`config.mk`:
```
export PLATFORM = sky130hd
export DESIGN_NAME = host_bank_interface
export DESIGN_NICKNAME = d
export VERILOG_FILES = /design/src/hw/glb_geom_pkg.sv /design/src/hw/host_bank_interface.sv
export SDC_FILE = /design/constraint.sdc
export NUM_CORES = 1
export LEC_CHECK = 0
export ABC_AREA = 1
export BUFFER_PORTS_ARGS = -buffer_cell sky130_fd_sc_hd__buf_2
export CORE_AREA = 8 8 280 282
export CTS_CLUSTER_DIAMETER = 40
export DETAILED_ROUTE_END_ITERATION = 8
export DIE_AREA = 0 0 288 290
export HOLD_SLACK_MARGIN = 0.1
export PLACE_DENSITY = 0.3
export SYNTH_ARGS = -nofsm -noshare
export SYNTH_HDL_FRONTEND = slang
export SYNTH_SLANG_ARGS = --single-unit
```
`constraint.sdc`:
```
create_clock -name clk -period 1 [get_ports clk]
set_input_delay 0.1 -clock clk [delete_from_list [all_inputs] [get_ports clk]]
set_output_delay 0.1 -clock clk [all_outputs]
set_load 0.02 [all_outputs]
```
`src/hw/glb_geom_pkg.sv`:
```
// global buffer geometry
`default_nettype none

package glb_geom_pkg;

// bank count and bank index width
localparam int num_banks = 4;
localparam int num_banks_width = 2;

// word address inside one bank, 256 words deep
localparam int bank_addr_width = 8;
localparam int bank_depth = 1 << bank_addr_width;

// one bank word
localparam int bank_data_width = 64;

// soc port address, bank index sits above the word address
localparam int glb_addr_width = num_banks_width + bank_addr_width;

endpackage

`default_nettype wire

```
`src/hw/host_bank_interface.sv`:
```
// soc port to bank host ports
`timescale 1ns/1ps
`default_nettype none

module host_bank_interface
    import glb_geom_pkg::*;
(
    input  logic                        clk,
    input  logic                        rst,

    input  logic                        soc_wr_en,
    input  logic [glb_addr_width-1:0]   soc_wr_addr,
    input  logic [bank_data_width-1:0]  soc_wr_data,

    input  logic                        soc_rd_en,
    input  logic [glb_addr_width-1:0]   soc_rd_addr,
    output logic [bank_data_width-1:0]  soc_rd_data,

    output logic                        host_wr_en [num_banks-1:0],
    output logic [bank_addr_width-1:0]  host_wr_addr [num_banks-1:0],
    output logic [bank_data_width-1:0]  host_wr_data [num_banks-1:0],

    output logic                        host_rd_en [num_banks-1:0],
    output logic [bank_addr_width-1:0]  host_rd_addr [num_banks-1:0],
    input  logic [bank_data_width-1:0]  host_rd_data [num_banks-1:0]
);

// bank index and word address of each soc access
logic [num_banks_width-1:0] wr_bank;
logic [bank_addr_width-1:0] wr_word;
logic [num_banks_width-1:0] rd_bank;
logic [bank_addr_width-1:0] rd_word;

// bank of the last issued read
logic [num_banks_width-1:0] rd_bank_q;

assign wr_bank = soc_wr_addr[glb_addr_width-1 -: num_banks_width];
assign wr_word = soc_wr_addr[bank_addr_width-1:0];
assign rd_bank = soc_rd_addr[glb_addr_width-1 -: num_banks_width];
assign rd_word = soc_rd_addr[bank_addr_width-1:0];

// only the decoded bank sees the access, the others get zeros
always_comb begin
    for (int b = 0; b < num_banks; b++) begin
        host_wr_en[b]   = soc_wr_en && (wr_bank == num_banks_width'(b));
        host_wr_addr[b] = host_wr_en[b] ? wr_word : '0;
        host_wr_data[b] = host_wr_en[b] ? soc_wr_data : '0;
        host_rd_en[b]   = soc_rd_en && (rd_bank == num_banks_width'(b));
        host_rd_addr[b] = host_rd_en[b] ? rd_word : '0;
    end
end

// remember which bank answers the read in flight
always_ff @(posedge clk) begin
    if (rst) begin
        rd_bank_q <= '0;
    end else if (soc_rd_en) begin
        rd_bank_q <= rd_bank;
    end
end

// banks hold their read data, so the mux output holds between reads
assign soc_rd_data = host_rd_data[rd_bank_q];

endmodule

`default_nettype wire

```
==> flow_metrics.tcl <==
set metrics [dict create \
    drc 0 \
    grt_usage_pct 12.3 \
    start_util_pct 6.71 \
    vias 10300 \
    cp_cell_sequence "inv_6 -> buf_12 -> buf_12 -> nand2_1 -> nand3_1 -> nand2_2 -> buf_6" \
    clk_pin_slew_worst_paths_ns 0.03 \
    vdd_drop_max_mv 0.576 \
    yosys_warnings 0 \
    crit_path_end_kind "output pin" \
    top_register "rd_bank_q" \
    required_ns 0.90 \
    path_class "flip-flop to output pin" \
    p_per_area_mw_per_mm2 478 \
    r2r_cells 3 \
    cts-buffers-inserted 3 \
    hold_ws_ns 0.300 \
    drive_gt1_share_pct 63.9 \
    place_congestion 0.826 \
    hpwl_um 49300 \
    combPwrFrac_pct 90.6 \
    final_cell_mix "buf_2, inv_1, buf_6" \
    via_per_inst 3.44 \
    setup_viol 347 \
    antenna_found_initial 42 \
    min_from "soc_rd_en" \
    ys_seq_area_share_pct 0.809 \
    r2r-start "rd_bank_q[0]$_SDFFE_PP0P_" \
    p_leak_nw 8.74 \
    final_nets 2353 \
    finalWorstSetupSlack_ns -0.516 \
    area_growth_pct 227 \
    port_buffers 735 \
    critPathMostFrequentCell "buf_12" \
    grt_pass1_wl_um 75200 \
    top_regs "rd_bank_q (2)" \
    grt_max_degree 47 \
    multi_input_area_mm2 0.00554 \
    largest_reg_flops 2 \
    holdPathStages 5 \
    wl_um 62600 \
    rows 100 \
    drt_first_pass_iters 4 \
    cts_tree "done" \
    worst_slew_pin_slew_ns 0.588 \
    die_w_um 288 \
    cap_violations 0 \
    p_sw_w 0.00410 \
    status "finished, violations left" \
    cp_slowest_cell "dfxtp_4" \
    yosysUniqueCellTypes 15 \
    layout_commonest_cell "buf_2" \
    synth_cells 1203 \
    fillCellCount 8362 \
    yosys_register_bits 2 \
    setup_tns_ns -50.51 \
    overflow 0 \
    slew_headroom_pct 60.8 \
    io_pins 736 \
    fin_crit_sh_pct 152 \
    cts_sinks 2 \
    fin_skew_ns 0 \
    hold_class "primary input to flip-flop" \
    avgSynthCellArea_um2 4.11 \
    first_global_vias 10200 \
    pre_cts_ws_ns -0.369 \
    synth_area_mm2 0.00495 \
    min_period_ns 1.52 \
    cts_max_level 1 \
    worst_path_largest_cell_delay_ns 0.38 \
    drt_iter0_drc 329 \
    violations "negative setup slack" \
    cp_max_fo 31 \
    start_kind "flip-flop" \
    swShare_pct 53.0 \
    detail_route.wl_per_cell_um 20.9 \
    synth_nets 1547 \
    final_max_slew_viol_count 0 \
    pwr-share-seq_pct 1.3 \
    drtAntennaViolNets 0 \
    hold_viol 0 \
    die_area_mm2 0.0835 \
    internal-power_w 0.00363 \
    pwr-share-clk_pct 8.1 \
    die_y_um 290 \
    crit_arrival_ns 1.42 \
    core_mm2 0.0738 \
    fmax_mhz 660 \
    ctsRootBufferMaster "clkbuf_16" \
    insertion_delay_ns 0.22 \
    startpoint "rd_bank_q[0]$_SDFFE_PP0P_" \
    layout.area.seq_um2 47.5 \
    rsz0062_at_grt "true" \
    clockBufferDepth 2 \
]
## timing repair
action | CTS | global route
hold buffers | 1 | 0
pin swaps | 7 | 8
cloned | 2 | 35
endpoints found under the hold margin | 2 | 0
buffers inserted | 1 | 14
resized for setup | 134 | 1204
setup endpoints to repair | 369 | 374
## power by group through the flow
stage               registers [W]  clock network, W  logic, W
CTS                      0.000100          0.000629   0.00545
global route             0.000102          0.000645   0.00748
floorplan               0.0000901                 0   0.00251
detailed placement      0.0000979                 0   0.00503
global placement        0.0000974                 0   0.00506
finish                   0.000101          0.000622   0.00700
## metal layers
layer  routed length, um  GRT usage, %  up-vias  share of wire, %
met2               32500          23.4      566                52
met4                2380          3.71       12               3.8
li1                    -             -     5013                 -
met5                  78             0        -              0.12
met1               21400          12.3     4604                34
met3                6220          4.49       97               9.9
## synth_stat cells
cell | n | area share [%]
nor2_1 | 322 | 24
nand2_2 | 2 | 0.25
buf_4 | 12 | 1.8
buf_2 | 33 | 3.3
buf_1 | 3 | 0.23
nand2_1 | 322 | 24
nand3_1 | 130 | 13
inv_2 | 1 | 0.076
inv_1 | 349 | 26
a21oi_1 | 1 | 0.10
clkbuf_1 | 5 | 0.38
nor3_1 | 1 | 0.10
nand3_2 | 4 | 0.81
buf_6 | 16 | 3.6
dfxtp_1 | 2 | 0.81
## final timing paths
path,endpoint,slack [ns]
max,soc_rd_data[10],-0.52
min,rd_bank_q[0]$_SDFFE_PP0P_,0.30
max reg2reg,rd_bank_q[0]$_SDFFE_PP0P_,-0.13
min reg2reg,rd_bank_q[0]$_SDFFE_PP0P_,0.86
## metrics by stage
| step | util (%) | cells | cell area (um^2) | total power [W] |
|---|---|---|---|---|
| global route | 21.9 | 2987 | 16100 | 0.00823 |
| detailed placement | 14.3 | 2920 | 10500 | 0.00513 |
| finish | 21.9 | 2995 | 16200 | 0.00773 |
| global placement | 14.3 | 2920 | 10500 | 0.00516 |
| floorplan | - | 1203 | 5180 | 0.00260 |
| CTS | 15.1 | 2928 | 11200 | 0.00618 |
## worst max-delay path: cells and delay by family, from the launching register on
kind,cells,cell delay (ns)
buffers and inverters,4,0.59
DFF,1,0.38
and+or+nand+nor,3,0.19
## cells by family (layout without fill, tap and decap cells)
group | count (synthesis) | in the layout | share of synthesized area [%]
DFF | 2 | 2 | 0.809
and+or+nand+nor | 781 | 783 | 63.1
other | 0 | 18 | 0
AOI/OAI and AO/OA | 1 | 1 | 0.101
buffers and inverters | 419 | 1222 | 35.9
## cell type report
class                   instances  area share [%]
repair buffers                868            48.9
multi-input cells             784            34.3
inverters                     350            8.31
well taps                     969            7.50
clock buffers                   4           0.488
flip-flops and latches          2           0.294
diodes                         18           0.279
Power figures use the tool's default switching activity.
