<file path="src/hw/glb_geom_pkg.sv">
// global buffer geometry
`default_nettype none

package glb_geom_pkg;

// bank count and bank index width
localparam int num_banks = 4;
localparam int num_banks_width = 2;

// word address inside one bank, 256 words deep
localparam int bank_addr_width = 8;
localparam int bank_depth = 1 << bank_addr_width;

// one bank word
localparam int bank_data_width = 64;

// soc port address, bank index sits above the word address
localparam int glb_addr_width = num_banks_width + bank_addr_width;

endpackage

`default_nettype wire

</file>
<file path="src/hw/glb_cfg_pkg.sv">
// configuration register map
`default_nettype none

package glb_cfg_pkg;

import glb_geom_pkg::*;

// wishbone configuration port widths
localparam int cfg_addr_width = 16;
localparam int cfg_data_width = 32;

// top address bit picks register space or memory space
localparam logic cfg_space_reg = 1'b0;
localparam logic cfg_space_mem = 1'b1;

// per-bank register indices
localparam int cfg_reg_idx_width = 2;
localparam logic [cfg_reg_idx_width-1:0] cfg_reg_scratch = 2'd0;
localparam logic [cfg_reg_idx_width-1:0] cfg_reg_host_wr_count = 2'd1;
localparam logic [cfg_reg_idx_width-1:0] cfg_reg_cgra_wr_count = 2'd2;

// unused low bits of each address view
localparam int cfg_mem_pad_width = cfg_addr_width - 2 - num_banks_width - bank_addr_width;
localparam int cfg_reg_pad_width = cfg_addr_width - 1 - num_banks_width - cfg_reg_idx_width;

// config controller fsm encoding
localparam logic [1:0] cfg_st_idle = 2'd0;
localparam logic [1:0] cfg_st_wait = 2'd1;
localparam logic [1:0] cfg_st_ack = 2'd2;

// one config address, read either as a memory word or as a register
// space and bank fields line up in both views
typedef union packed {
    struct packed {
        logic                           space;
        logic [num_banks_width-1:0]     bank;
        logic [bank_addr_width-1:0]     word;
        logic                           upper;
        logic [cfg_mem_pad_width-1:0]   pad;
    } mem_view;
    struct packed {
        logic                           space;
        logic [num_banks_width-1:0]     bank;
        logic [cfg_reg_idx_width-1:0]   idx;
        logic [cfg_reg_pad_width-1:0]   pad;
    } reg_view;
} cfg_addr_u;

endpackage

`default_nettype wire

</file>
<file path="src/hw/glb_config_ctrl.sv">
// wishbone configuration slave
`timescale 1ns/1ps
`default_nettype none

module glb_config_ctrl
    import glb_geom_pkg::*;
    import glb_cfg_pkg::*;
(
    input  logic                        clk,
    input  logic                        rst,

    input  logic                        wb_cyc,
    input  logic                        wb_stb,
    input  logic                        wb_we,
    input  logic [cfg_addr_width-1:0]   wb_adr,
    input  logic [cfg_data_width-1:0]   wb_dat_w,
    output logic [cfg_data_width-1:0]   wb_dat_r,
    output logic                        wb_ack,

    output logic                        cfg_en [num_banks-1:0],
    output logic                        cfg_we,
    output logic [cfg_addr_width-1:0]   cfg_addr,
    output logic [cfg_data_width-1:0]   cfg_wr_data,
    input  logic                        cfg_ack [num_banks-1:0],
    input  logic [cfg_data_width-1:0]   cfg_rd_data [num_banks-1:0]
);

logic [1:0] state;
cfg_addr_u adr_dec;
logic start;
logic any_ack;
logic [cfg_data_width-1:0] rd_merge;

// bank field is the same in both views
assign adr_dec = wb_adr;
assign start = (state == cfg_st_idle) && wb_cyc && wb_stb;

// idle banks drive zero data
always_comb begin
    any_ack = 1'b0;
    rd_merge = '0;
    for (int b = 0; b < num_banks; b++) begin
        any_ack = any_ack | cfg_ack[b];
        rd_merge = rd_merge | cfg_rd_data[b];
    end
end

// request payload, held for the whole bank access
always_ff @(posedge clk) begin
    if (start) begin
        cfg_we <= wb_we;
        cfg_addr <= wb_adr;
        cfg_wr_data <= wb_dat_w;
    end
end

always_ff @(posedge clk) begin
    if (rst) begin
        state <= cfg_st_idle;
        wb_ack <= 1'b0;
        wb_dat_r <= '0;
        for (int b = 0; b < num_banks; b++) begin
            cfg_en[b] <= 1'b0;
        end
    end else begin
        case (state)
            cfg_st_idle: begin
                // enable only the addressed bank
                if (start) begin
                    for (int b = 0; b < num_banks; b++) begin
                        cfg_en[b] <= (adr_dec.reg_view.bank == num_banks_width'(b));
                    end
                    state <= cfg_st_wait;
                end
            end
            cfg_st_wait: begin
                // bank may take a while in memory space
                if (any_ack) begin
                    for (int b = 0; b < num_banks; b++) begin
                        cfg_en[b] <= 1'b0;
                    end
                    wb_dat_r <= rd_merge;
                    // no ack to a master that already gave up
                    wb_ack <= wb_cyc && wb_stb;
                    state <= cfg_st_ack;
                end
            end
            cfg_st_ack: begin
                wb_ack <= 1'b0;
                state <= cfg_st_idle;
            end
            default: begin
                state <= cfg_st_idle;
            end
        endcase
    end
end

endmodule

`default_nettype wire

</file>
<file path="config.mk">
export PLATFORM = sky130hd
export DESIGN_NAME = glb_config_ctrl
export DESIGN_NICKNAME = d
export VERILOG_FILES = /design/src/hw/glb_geom_pkg.sv /design/src/hw/glb_cfg_pkg.sv /design/src/hw/glb_config_ctrl.sv
export SDC_FILE = /design/constraint.sdc
export NUM_CORES = 1
export LEC_CHECK = 0
export ABC_AREA = 1
export BUFFER_PORTS_ARGS = -buffer_cell sky130_fd_sc_hd__buf_2
export CORE_ASPECT_RATIO = 0.75
export CORE_UTILIZATION = 30
export DETAILED_ROUTE_END_ITERATION = 16
export PLACE_DENSITY_LB_ADDON = 0.3
export SLEW_MARGIN = 0
export SYNTH_ARGS = -nofsm -noshare
export SYNTH_HDL_FRONTEND = slang
export SYNTH_SLANG_ARGS = --single-unit
</file>
<file path="constraint.sdc">
create_clock -name clk -period 2.1 [get_ports clk]
set_input_delay 0.21 -clock clk [delete_from_list [all_inputs] [get_ports clk]]
set_output_delay 0.21 -clock clk [all_outputs]
set_load 0.01 [all_outputs]
</file>
==> metrics.txt <==
CTS Buf Count=9; clock transition at the registers of the reported paths=0.06 ns; Critical Path AT=1.77 ns; final setup vio count=0; type of the most critical hold path=in -> reg; final critical-path required period=1.52 ns; static power due to leakage=2.43 nW; Max-Cap Viols=0; number of register bits inferred by synthesis=88; maximum clock frequency=660 MHz; IO Pins=271; total standard cell area after synthesis=3450 um^2; gpl congestion=0.716; endpoint required time on the critical path=2.36 ns; count of placed standard cells in the final layout, fillers left out=758; setup ws final=0.585 ns; Max Root-Sink Buffers=2; unrepaired setup endpoints after global routing=false; final net count=798; startpoint type of the worst setup path=flip-flop; CP Max Fanout=38; clk root buf=sky130_fd_sc_hd__clkbuf_16; top library cells by usage in the layout, fill and taps aside=sky130_fd_sc_hd__buf_2, sky130_fd_sc_hd__nor2_1, sky130_fd_sc_hd__nand2_1; Resized cells post-CTS=0; most common cell after layout, fill and taps aside=sky130_fd_sc_hd__buf_2; mean routed wirelength per cell=12.7 um; # clock sinks=88; path type of the worst setup path=reg -> reg; routed via count divided by cell count=4.42; syn_area_per_cell=10.1 um^2; CTS tree=done; via count of the first global-routing pass=3047; Row Count=33; smallest hold slack=0.0537 ns; clock latency of the later-clocked register in the worst-skew pair=0.33 ns; initial cell density of the core=0.312; Synth-to-Final Area Change=51.2%; grt ovf=0; area of the die=11900 um^2; number of iterations in the first detailed-routing pass=4; residual DRC count=0; post-route fraction of the period consumed by the critical path=0.722; Cells after Synth=342; fraction of final layout cells with drive strength greater than 1=0.513; Ys Warns=0; number of antenna cells inserted=0; Final Hold Vio Count=0; Via Count=3350; normalized max-slew margin=0.722; met1 usage in global routing=0.180; die outline width=126 um; sequential fraction of the synthesis area=0.653; vertical die dimension=94.9 um; number of buffers added on ports=270; postcts setup bufs=0; number of antenna-violating nets in the routed design=0; met3 usage in global routing=0.0431; number of fill cells=1101; worst slew pin tran=0.418 ns; global-route layer with the greatest usage=met2; total length of routed wires=9.63 mm; antenna violations before repair=0; number of instances in the placed design=742; overall routing resource usage=0.159; H-tree level count=3; critical path capture point type=flip-flop; met2 track demand over resource=0.295; area of the core=11100 um^2; number of different library cells in the post-synthesis netlist=21; Setup WS pre-CTS=0.627 ns; largest voltage drop on the vdd net=0.000349 V; final number of max-transition violations=0; wire length of the first global-routing pass=14.5 mm; total negative slack for setup checks=0 ns; post-synthesis net count=527; final HPWL from detailed placement=7.48 mm; final setup skew=0.00623 ns; pin count of the biggest net entering global routing=50; status=completed; hold_buf cts=0; power density over the cells=748 nW/um^2; number of DRC violations after detailed-routing iteration 0=117
-- critical path: stages (launching register included) --
cell and delay, ns:
sky130_fd_sc_hd__dfxtp_1 0.35, sky130_fd_sc_hd__inv_2 0.07, sky130_fd_sc_hd__nor2_4 0.09, sky130_fd_sc_hd__buf_4 0.39
sky130_fd_sc_hd__nand3_1 0.19, sky130_fd_sc_hd__nand2_1 0.18, sky130_fd_sc_hd__nor2_1 0.06, sky130_fd_sc_hd__nor2_1 0.12
-- logic make-up after synthesis --
logic type / synth area share
simple gates: 0.242
flops: 0.653
compound gates: 0.0639
buf+inv: 0.0414
-- cells in the mapped netlist --
| library cell | number | area, um^2 |
|---|---|---|
| sky130_fd_sc_hd__dfxtp_1 | 39 | 781 |
| sky130_fd_sc_hd__inv_2 | 1 | 3.75 |
| sky130_fd_sc_hd__buf_6 | 5 | 56.3 |
| sky130_fd_sc_hd__inv_1 | 9 | 33.8 |
| sky130_fd_sc_hd__nand3_1 | 37 | 185 |
| sky130_fd_sc_hd__buf_1 | 1 | 3.75 |
| sky130_fd_sc_hd__nand2_1 | 62 | 233 |
| sky130_fd_sc_hd__o21ai_0 | 1 | 5.00 |
| sky130_fd_sc_hd__a22oi_1 | 1 | 7.51 |
| sky130_fd_sc_hd__edfxtp_1 | 49 | 1470 |
| sky130_fd_sc_hd__nand2_4 | 1 | 11.3 |
| sky130_fd_sc_hd__nor2_4 | 3 | 33.8 |
| sky130_fd_sc_hd__a21oi_2 | 10 | 87.6 |
| sky130_fd_sc_hd__nor2_1 | 75 | 282 |
| sky130_fd_sc_hd__clkbuf_1 | 2 | 7.51 |
| sky130_fd_sc_hd__a21oi_1 | 24 | 120 |
| sky130_fd_sc_hd__clkbuf_2 | 1 | 5.00 |
| sky130_fd_sc_hd__buf_4 | 1 | 7.51 |
| sky130_fd_sc_hd__buf_2 | 5 | 25.0 |
| sky130_fd_sc_hd__nor3_1 | 4 | 20.0 |
| sky130_fd_sc_hd__nand2_2 | 11 | 68.8 |
-- sequential cells by signal (all words and copies together), names as in the netlist --
name / count
wb_dat_r: 32
cfg_en: 4
cfg_we: 1
cfg_addr: 16
state: 2
cfg_wr_data: 32
wb_ack: 1
-- where the power goes --
group | switching, mW | internal, mW
clock | 0.655 | 0.811
combinational | 0.250 | 0.244
sequential | 0.0316 | 1.91
-- routing by layer --
layer / share of wire / wire, um
met1: 0.41 / 3940
met5: 0 / 0
met2: 0.52 / 5020
met3: 0.066 / 636
met4: 0.0037 / 36
-- area by class of cell --
type	count	area, um^2	share of cell area
Tap cell	140	175	0.0336
Clock inverter	7	55.1	0.0106
Multi-Input combinational cell	229	1050	0.202
Inverter	10	37.5	0.00720
Timing Repair Buffer	275	1410	0.271
Clock buffer	9	225	0.0432
Sequential cell	88	2250	0.432
-- final timing paths --
check | start | to | slack, ns | depth (start not counted)
setup / recovery | state[0]$_SDFFE_PP0P_ | cfg_en[1]$_SDFFE_PP0P_ | 0.58 | 7
hold / removal | wb_dat_w[8] | cfg_wr_data[8]$_DFFE_PP_ | 0.05 | 1
setup reg to reg | state[0]$_SDFFE_PP0P_ | cfg_en[1]$_SDFFE_PP0P_ | 0.58 | 7
hold reg to reg | wb_dat_r[8]$_SDFFE_PP0P_ | wb_dat_r[8]$_SDFFE_PP0P_ | 0.46 | 2
-- through the flow --
step	power [mW]	utilization	cell area, um^2
after global placement	2.47	0.446	4930
final	3.90	0.471	5210
after floorplan	2.19	-	3450
after detailed placement	2.48	0.446	4930
after global routing	4.09	0.471	5210
after CTS	3.97	0.471	5210
No activity file was read; power rests on OpenSTA's default activity.
